### src/logic/crc_pkg.sv
// Shared widths, CRC polynomials and validation packet layout for the receive CRC check
// Imported by wildcard in every RTL module header

package crc_pkg;

   // Stream word
   localparam int DATA_W = 64;

   // Pair CRC-16, MSB first, no reflection, no final XOR
   localparam int               CRC16_W    = 16;
   localparam logic [16-1:0]    CRC16_POLY = 16'h1021;
   localparam logic [16-1:0]    CRC16_INIT = 16'hFFFF;

   // Tag CRC-8
   localparam int               CRC8_W     = 8;
   localparam logic [8-1:0]     CRC8_POLY  = 8'h07;
   localparam logic [8-1:0]     CRC8_INIT  = 8'h00;

   // Validation tag
   localparam int TAG_W = 8;

   // Six data words, then one validation word
   localparam int FRAME_DATA_WORDS = 6;

   // Word counter runs 0 to FRAME_DATA_WORDS
   localparam int WCNT_W = $clog2(FRAME_DATA_WORDS + 1);

   // Field positions inside the validation word
   localparam int VD_TAG_LSB   = 0;
   localparam int VD_CRC01_LSB = 8;
   localparam int VD_CRC23_LSB = 24;
   localparam int VD_CRC45_LSB = 40;
   localparam int VD_CRCVW_LSB = 56;

   // Validation word, most significant field first
   typedef struct packed {
      logic [CRC8_W-1:0]  crcvw;
      logic [CRC16_W-1:0] crc45;
      logic [CRC16_W-1:0] crc23;
      logic [CRC16_W-1:0] crc01;
      logic [TAG_W-1:0]   tag;
   } vd_pkt_t;

endpackage
### src/logic/crc_rx_top.sv
// Receive-side CRC check of the serial link
// Frame tracker feeds the CRC compute stage, whose results go to the checker

`timescale 1ns/1ps

module crc_rx_top
   import crc_pkg::*;
(
   input  logic              clk_i,
   input  logic              rst_n_i,
   input  logic              tvalid_i,
   input  logic [DATA_W-1:0] tdata_i,
   output logic              check_done_o,
   output logic              crc_error_o
);

   logic               pair_start;
   logic               pair_end;
   logic [1:0]         pair_idx;
   logic               crc_boundary;
   logic [CRC16_W-1:0] crc01;
   logic [CRC16_W-1:0] crc23;
   logic [CRC16_W-1:0] crc45;
   logic [CRC8_W-1:0]  crcvw;
   logic               crc_valid;

   crc_frame_tracker crc_frame_tracker_i (
      .clk_i          (clk_i),
      .rst_n_i        (rst_n_i),
      .tvalid_i       (tvalid_i),
      .pair_start_o   (pair_start),
      .pair_end_o     (pair_end),
      .pair_idx_o     (pair_idx),
      .crc_boundary_o (crc_boundary)
   );

   crc_compute crc_compute_i (
      .clk_i          (clk_i),
      .rst_n_i        (rst_n_i),
      .tvalid_i       (tvalid_i),
      .tdata_i        (tdata_i),
      .pair_start_i   (pair_start),
      .pair_end_i     (pair_end),
      .pair_idx_i     (pair_idx),
      .crc_boundary_i (crc_boundary),
      .crc01_o        (crc01),
      .crc23_o        (crc23),
      .crc45_o        (crc45),
      .crcvw_o        (crcvw),
      .crc_valid_o    (crc_valid)
   );

   crc_check crc_check_i (
      .clk_i          (clk_i),
      .rst_n_i        (rst_n_i),
      .crc_boundary_i (crc_boundary),
      .tdata_i        (tdata_i),
      .crc01_i        (crc01),
      .crc23_i        (crc23),
      .crc45_i        (crc45),
      .crcvw_i        (crcvw),
      .crc_valid_i    (crc_valid),
      .check_done_o   (check_done_o),
      .crc_error_o    (crc_error_o)
   );

endmodule

### src/logic/crc_check.sv
// Captures each validation word and compares it with the computed CRCs
// Pulses check_done_o per frame and holds crc_error_o after the first mismatch

`timescale 1ns/1ps

module crc_check
   import crc_pkg::*;
(
   input  logic               clk_i,
   input  logic               rst_n_i,
   input  logic               crc_boundary_i,
   input  logic [DATA_W-1:0]  tdata_i,
   input  logic [CRC16_W-1:0] crc01_i,
   input  logic [CRC16_W-1:0] crc23_i,
   input  logic [CRC16_W-1:0] crc45_i,
   input  logic [CRC8_W-1:0]  crcvw_i,
   input  logic               crc_valid_i,
   output logic               check_done_o,
   output logic               crc_error_o
);

   vd_pkt_t vd_pkt;
   logic    match_q;
   logic    match_vld_q;
   logic    fields_match;

   // Validation word fields, held until the next boundary
   always_ff @(posedge clk_i) begin
      if (crc_boundary_i) begin
         vd_pkt.tag   <= tdata_i[VD_TAG_LSB   +: TAG_W];
         vd_pkt.crc01 <= tdata_i[VD_CRC01_LSB +: CRC16_W];
         vd_pkt.crc23 <= tdata_i[VD_CRC23_LSB +: CRC16_W];
         vd_pkt.crc45 <= tdata_i[VD_CRC45_LSB +: CRC16_W];
         vd_pkt.crcvw <= tdata_i[VD_CRCVW_LSB +: CRC8_W];
      end
   end

   assign fields_match = (vd_pkt.crc01 == crc01_i) &&
                         (vd_pkt.crc23 == crc23_i) &&
                         (vd_pkt.crc45 == crc45_i) &&
                         (vd_pkt.crcvw == crcvw_i);

   // First stage registers the compare result
   always_ff @(posedge clk_i) begin
      if (crc_valid_i) begin
         match_q <= fields_match;
      end
   end

   // Second stage raises done and the sticky error together
   always_ff @(posedge clk_i) begin
      if (!rst_n_i) begin
         match_vld_q  <= 1'b0;
         check_done_o <= 1'b0;
         crc_error_o  <= 1'b0;
      end else begin
         match_vld_q  <= crc_valid_i;
         check_done_o <= match_vld_q;
         crc_error_o  <= crc_error_o | (match_vld_q & ~match_q);
      end
   end

   // Boundary, then valid, then done two cycles later
   property p_done_delay;
      @(posedge clk_i) disable iff (!rst_n_i)
         crc_boundary_i |-> ##1 crc_valid_i ##2 check_done_o;
   endproperty

   p_done_delay_A :
   assert property (p_done_delay)
   else $error("check_done_o late or missing at %m");

   // Every done traces back to a valid and a boundary
   property p_no_spurious_done;
      @(posedge clk_i) disable iff (!rst_n_i)
         check_done_o |-> $past(crc_valid_i, 2) && $past(crc_boundary_i, 3);
   endproperty

   p_no_spurious_done_A :
   assert property (p_no_spurious_done)
   else $error("check_done_o without a preceding check at %m");

   p_error_with_done_A :
   assert property (@(posedge clk_i) disable iff (!rst_n_i)
                    $rose(crc_error_o) |-> check_done_o)
   else $error("crc_error_o rose outside a check_done_o at %m");

   p_error_sticky_A :
   assert property (@(posedge clk_i) disable iff (!rst_n_i)
                    crc_error_o |=> crc_error_o)
   else $error("crc_error_o dropped before reset at %m");

   cover_done_C :
   cover property (@(posedge clk_i) disable iff (!rst_n_i) check_done_o);

   cover_error_C :
   cover property (@(posedge clk_i) disable iff (!rst_n_i) crc_error_o);

endmodule

### src/logic/crc_compute.sv
// Computes the three pair CRC-16 values and the tag CRC-8 of each frame
// Results are stable when crc_valid_o pulses, one cycle after the boundary word

`timescale 1ns/1ps

module crc_compute
   import crc_pkg::*;
(
   input  logic               clk_i,
   input  logic               rst_n_i,
   input  logic               tvalid_i,
   input  logic [DATA_W-1:0]  tdata_i,
   input  logic               pair_start_i,
   input  logic               pair_end_i,
   input  logic [1:0]         pair_idx_i,
   input  logic               crc_boundary_i,
   output logic [CRC16_W-1:0] crc01_o,
   output logic [CRC16_W-1:0] crc23_o,
   output logic [CRC16_W-1:0] crc45_o,
   output logic [CRC8_W-1:0]  crcvw_o,
   output logic               crc_valid_o
);

   logic               pair_en;
   logic               pair_restart;
   logic               tag_en;
   logic [CRC16_W-1:0] pair_crc;
   logic               pair_end_q;
   logic [1:0]         pair_idx_q;

   assign pair_en      = tvalid_i & (pair_start_i | pair_end_i);
   assign pair_restart = tvalid_i & pair_start_i;
   assign tag_en       = tvalid_i & crc_boundary_i;

   // One engine shared by all three data pairs
   crc_engine #(
      .payload_t (logic [DATA_W-1:0]),
      .CRC_W     (CRC16_W),
      .POLY      (CRC16_POLY),
      .INIT      (CRC16_INIT)
   ) pair_crc_i (
      .clk_i     (clk_i),
      .rst_n_i   (rst_n_i),
      .en_i      (pair_en),
      .restart_i (pair_restart),
      .data_i    (tdata_i),
      .crc_o     (pair_crc)
   );

   // Tag CRC, always a fresh start on the validation word
   crc_engine #(
      .payload_t (logic [TAG_W-1:0]),
      .CRC_W     (CRC8_W),
      .POLY      (CRC8_POLY),
      .INIT      (CRC8_INIT)
   ) tag_crc_i (
      .clk_i     (clk_i),
      .rst_n_i   (rst_n_i),
      .en_i      (tag_en),
      .restart_i (tag_en),
      .data_i    (tdata_i[VD_TAG_LSB +: TAG_W]),
      .crc_o     (crcvw_o)
   );

   always_ff @(posedge clk_i) begin
      if (!rst_n_i) begin
         pair_end_q  <= 1'b0;
         crc_valid_o <= 1'b0;
      end else begin
         pair_end_q  <= pair_end_i & tvalid_i;
         crc_valid_o <= crc_boundary_i;
      end
   end

   // Engine output is final the cycle after the pair's second word
   always_ff @(posedge clk_i) begin
      pair_idx_q <= pair_idx_i;
      if (pair_end_q) begin
         case (pair_idx_q)
            2'd0:    crc01_o <= pair_crc;
            2'd1:    crc23_o <= pair_crc;
            2'd2:    crc45_o <= pair_crc;
            default: ;
         endcase
      end
   end

   // No pair result may still be waiting for its slot when the results are presented
   valid_after_boundary_A :
   assert property (@(posedge clk_i) disable iff (!rst_n_i)
                    crc_valid_o |-> $past(crc_boundary_i) && !pair_end_q)
   else $error("crc_valid_o without a boundary or with a pair result pending at %m");

endmodule

### src/logic/crc_frame_tracker.sv
// Word counter for the incoming stream
// Decodes data-pair markers and the validation word boundary from the count

`timescale 1ns/1ps

module crc_frame_tracker
   import crc_pkg::*;
(
   input  logic       clk_i,
   input  logic       rst_n_i,
   input  logic       tvalid_i,
   output logic       pair_start_o,
   output logic       pair_end_o,
   output logic [1:0] pair_idx_o,
   output logic       crc_boundary_o
);

   logic [WCNT_W-1:0] word_cnt;
   logic              is_data;
   logic              is_vd;

   // Positions 0 to 5 are data, position 6 is the validation word
   assign is_data = (word_cnt < WCNT_W'(FRAME_DATA_WORDS));
   assign is_vd   = (word_cnt == WCNT_W'(FRAME_DATA_WORDS));

   always_ff @(posedge clk_i) begin
      if (!rst_n_i) begin
         word_cnt <= '0;
      end else if (tvalid_i) begin
         if (is_vd) begin
            word_cnt <= '0;
         end else begin
            word_cnt <= word_cnt + 1'b1;
         end
      end
   end

   // Even positions open a pair, odd positions close it
   assign pair_start_o   = tvalid_i & is_data & ~word_cnt[0];
   assign pair_end_o     = tvalid_i & is_data & word_cnt[0];
   assign pair_idx_o     = word_cnt[WCNT_W-1:1];

   // Same cycle as the validation word itself
   assign crc_boundary_o = tvalid_i & is_vd;

   cnt_in_range_A :
   assert property (@(posedge clk_i) disable iff (!rst_n_i)
                    word_cnt <= WCNT_W'(FRAME_DATA_WORDS))
   else $error("Word counter out of range at %m");

endmodule

### src/logic/crc_engine.sv
// Registered CRC update engine, one payload folded per enabled cycle
// The payload type sets how many bits are folded, MSB first

`timescale 1ns/1ps

module crc_engine
   import crc_pkg::*;
#(
   parameter type              payload_t = logic [DATA_W-1:0],
   parameter int               CRC_W     = CRC16_W,
   parameter logic [CRC_W-1:0] POLY      = CRC16_POLY,
   parameter logic [CRC_W-1:0] INIT      = CRC16_INIT
) (
   input  logic             clk_i,
   input  logic             rst_n_i,
   input  logic             en_i,
   input  logic             restart_i,
   input  payload_t         data_i,
   output logic [CRC_W-1:0] crc_o
);

   localparam int PW = $bits(payload_t);

   // Bit-serial LFSR unrolled across the whole payload
   function automatic logic [CRC_W-1:0] crc_fold(input logic [CRC_W-1:0] crc_in,
                                                input logic [PW-1:0]    data);
      logic [CRC_W-1:0] c;
      logic             fb;
      c = crc_in;
      for (int i = PW - 1; i >= 0; i--) begin
         fb = c[CRC_W-1] ^ data[i];
         c  = {c[CRC_W-2:0], 1'b0};
         if (fb) begin
            c = c ^ POLY;
         end
      end
      return c;
   endfunction

   logic [CRC_W-1:0] seed;

   // A restart folds the payload into INIT instead of the running value
   assign seed = restart_i ? INIT : crc_o;

   always_ff @(posedge clk_i) begin
      if (!rst_n_i) begin
         crc_o <= INIT;
      end else if (en_i) begin
         crc_o <= crc_fold(seed, data_i);
      end
   end

   restart_needs_en_A :
   assert property (@(posedge clk_i) disable iff (!rst_n_i) restart_i |-> en_i)
   else $error("restart_i without en_i at %m");

endmodule

### config.mk
export PLATFORM = sky130hd
export DESIGN_NAME = crc_rx_top
export DESIGN_NICKNAME = d
export VERILOG_FILES = /design/src/logic/crc_pkg.sv /design/src/logic/crc_rx_top.sv /design/src/logic/crc_check.sv /design/src/logic/crc_compute.sv /design/src/logic/crc_frame_tracker.sv /design/src/logic/crc_engine.sv
export SDC_FILE = /design/constraint.sdc
export NUM_CORES = 1
export LEC_CHECK = 0
export ABC_CLOCK_PERIOD_IN_PS = 5200
export BUFFER_PORTS_ARGS = -buffer_cell sky130_fd_sc_hd__buf_2
export CORE_ASPECT_RATIO = 0.6
export CORE_MARGIN = 3
export CORE_UTILIZATION = 45
export DETAILED_ROUTE_END_ITERATION = 7
export GPL_TIMING_DRIVEN = 0
export PLACE_DENSITY = 0.64
export SYNTH_ARGS = -nofsm -noshare
export SYNTH_HDL_FRONTEND = slang
export SYNTH_SLANG_ARGS = --single-unit
### constraint.sdc
create_clock -name clk_i -period 5.2 [get_ports clk_i]
set_input_delay 0.52 -clock clk_i [delete_from_list [all_inputs] [get_ports clk_i]]
set_output_delay 0.52 -clock clk_i [all_outputs]
set_load 0.05 [all_outputs]
==> flow_summary_export.csv <==
group,metric,value,unit
status,status,"finished clean",
timing,setup_viol,0,
clock_tree,ctsResizeCount,0,
run,maxCapViolations,0,
timing,final-hold-violation-count,0,
die,fp.dieH,109,microns
clock_tree,cts_max_level,4,
drt,vias,4553,
die,die-area,19200,sq um
die,coreArea,16700,sq um
global_routing,antenna_found_initial,0,
die,start_util,0.472,
drt,ant_nets,0,
yosys,ys.flop_type,"edfxtp_1",
yosys,synthesis.nets,597,
clock_tree,post-cts-setup-buffer-count,0,
die,row_count,36,
timing,worst_slack,0.233,ns
cells_and_area,drive_gt1_frac,0.204,
yosys,yosysUniqueCellTypes,39,
global_routing,grt_pass1_wl,30300,microns
timing,setup_tns,0,ns
placed_design,place_ws,-0.00597,ns
yosys,synth_cells,530,
drt,top_layer,"met4",
cells_and_area,antenna_cells_inserted,0,
yosys,synth_async_sr_flop_share,0,
clock_tree,hold_buffers,0,
placed_design,port_buffers,68,
clock_tree,numCtsBuffers,17,
yosys,synthesis.area_per_instance,14.9,sq um
global_routing,grt_max_degree,51,
drt,routed-wl-met3,2090,microns
global_routing,grt_pass1_vias,4594,
drt,drt-met1-wl,9930,microns
global_routing,overflow,0,
clock_tree,cts_buffer_depth,2,
timing,slew_violations,0,
clock_tree,clock-sinks,139,
setup_path,arrival,5.24,ns
setup_path,worstSetupEndpointType,"flop",
setup_path,critPathKind,"flop to flop",
timing,relSlewSlack,0.301,
yosys,synth_edf_count,105,
timing,whs,0.301,ns
setup_path,slowest_stage,"xnor3_1",
clock_tree,clk_pin_slew,0.07,ns
setup_path,cp_cell_sequence,"a21boi_4, a21oi_1, xnor2_2, xor3_2, xnor3_1, xnor3_1, xnor3_1, xnor3_2, xnor3_2, xnor3_2, xnor2_1, o211ai_2",
drt,drt_iter0_drc,464,
drt,drc,0,
timing,post-route-min-period,4.97,ns
timing,worst_pin_slew,1.05,ns
yosys,ys_ff_latch,139,
clock_tree,clock_latency,0.42,ns
cells_and_area,num-fill-cells,1370,
clock_tree,cts_tree,"built",
yosys,ys_warn_count,0,
drt,vias_per_cell,5.29,
timing,fmax,0.201,GHz
timing,rsz0062_at_grt,"no",
die,die_w,177,microns
drt,firstDrtPassIters,5,
hold_path,hp-class,"primary input to flop",
placed_design,gp_congestion,0.902,
cells_and_area,final_nets,686,
setup_path,worst_ep_required_time,5.48,ns
yosys,ys_seq_area_frac,0.486,
die,io_pins,69,
setup_path,crit_fanout,7,
clock_tree,cts_root_buf,"clkbuf_16",
setup_path,critPathMaxStageDelay,0.62,ns
global_routing,grt_usage,0.227,
placed_design,dp_hpwl,16200,microns
drt,wirelength,21000,microns
setup_path,startpoint_type,"flop",
timing,fin_skew,0.0127,ns
drt,met2_length,8720,microns
timing,min_period_over_period,0.955,
drt,wl_per_cell,24.4,microns
yosys,synth_area,7890,sq um
cells_and_area,syn_to_final_growth,16.9,%
## Yosys cell counts, types with 2 or more instances
| cell type | number | share of area |
|---|---|---|
| and2_1 | 7 | 0.0056 |
| edfxtp_1 | 105 | 0.40 |
| buf_2 | 2 | 0.0013 |
| o211a_1 | 3 | 0.0038 |
| and3b_1 | 3 | 0.0033 |
| xor3_1 | 11 | 0.033 |
| xor2_1 | 86 | 0.095 |
| o211ai_1 | 9 | 0.0086 |
| nand3_1 | 3 | 0.0019 |
| a21oi_1 | 13 | 0.0082 |
| mux2i_1 | 6 | 0.0076 |
| a211oi_1 | 2 | 0.0019 |
| nor2_1 | 5 | 0.0024 |
| nand2_1 | 24 | 0.011 |
| xnor3_2 | 5 | 0.015 |
| nor2b_1 | 9 | 0.0071 |
| o21ai_0 | 5 | 0.0032 |
| dfxtp_1 | 34 | 0.086 |
| nand4_1 | 7 | 0.0056 |
| xnor2_2 | 10 | 0.021 |
| a21oi_2 | 2 | 0.0022 |
| nor3b_1 | 5 | 0.0048 |
| clkbuf_1 | 6 | 0.0029 |
| nor4_1 | 11 | 0.0087 |
| xnor3_1 | 46 | 0.13 |
| xnor2_1 | 97 | 0.11 |
| nor3_1 | 2 | 0.0013 |
## metrics by stage
step	util	instances	instance area, sq um
floorplan	-	530	7890
global placement	0.510	826	8510
detailed placement	0.512	828	8560
CTS	0.552	860	9220
global route	0.552	860	9220
finish	0.552	860	9220
## worst max-delay path, delay by kind of cell (launching register included)
kind | cells | cell delay [ns]
flops | 1 | 0.38
compound gates | 3 | 0.59
xor+xnor | 9 | 3.84
## state kept, by name (all words and copies together), names as in the netlist
signal and flops:
crc_check_i.crc_error_o 1, crc_compute_i.crc23_o 16, crc_compute_i.crc45_o 16, crc_check_i.match_vld_q 1, crc_compute_i.crc_valid_o 1, crc_compute_i.pair_end_q 1
crc_frame_tracker_i.word_cnt 3, crc_check_i.vd_pkt 56, crc_check_i.match_q 1, crc_compute_i.tag_crc_i.crc_o 8, crc_compute_i.crc01_o 16, crc_check_i.check_done_o 1
crc_compute_i.pair_crc_i.crc_o 16, crc_compute_i.pair_idx_q 2
## logic make-up after synthesis
kind of cell	Yosys count	synth area share
muxes	6	0.00761
buffers and inverters	10	0.00603
xor gates and xnor gates	258	0.412
DFF	139	0.486
and+or+nand+nor	79	0.0546
AOI/OAI and AO/OA	38	0.0338
## layer usage
| metal | track usage | vias to the layer above |
|---|---|---|
| met5 | 0 | - |
| met4 | 0.0549 | 0 |
| met3 | 0.0768 | 19 |
| met2 | 0.317 | 186 |
| met1 | 0.340 | 2288 |
| li1 | - | 2060 |
## final timing paths
kind,end,slack (ns),start,cells past startpoint
setup / recovery,crc_compute_i.pair_crc_i.crc_o[7],0.23,crc_frame_tracker_i.word_cnt[1],12
hold / removal,crc_check_i.vd_pkt[25],0.30,tdata_i[25],1
setup reg to reg,crc_compute_i.pair_crc_i.crc_o[7],0.23,crc_frame_tracker_i.word_cnt[1],12
hold reg to reg,crc_compute_i.pair_idx_q[1],0.46,crc_frame_tracker_i.word_cnt[2],0
## area by class of cell
| cell class | count | area [sq um] | area share |
|---|---|---|---|
| Tap cell | 228 | 285 | 0.0309 |
| Multi-Input combinational cell | 381 | 4010 | 0.435 |
| Clock inverter | 14 | 230 | 0.0250 |
| Buffer | 9 | 47.5 | 0.00516 |
| Sequential cell | 139 | 3830 | 0.416 |
| Timing Repair Buffer | 70 | 379 | 0.0411 |
| Clock buffer | 18 | 429 | 0.0465 |
| Inverter | 1 | 3.75 | 0.000407 |
## cells in the final DEF, fill, tap and decap left out, types with 11 or more instances in the layout
| cell | n |
|---|---|
| a21oi_1 | 13 |
| buf_2 | 70 |
| clkbuf_16 | 17 |
| dfxtp_1 | 34 |
| edfxtp_1 | 105 |
| nand2_1 | 24 |
| nor4_1 | 11 |
| xnor2_1 | 97 |
| xnor3_1 | 46 |
| xor2_1 | 86 |
| xor3_1 | 11 |
Power is not shown: default switching activity piles up to over one toggle a cycle in this logic, so the estimate is an artifact.
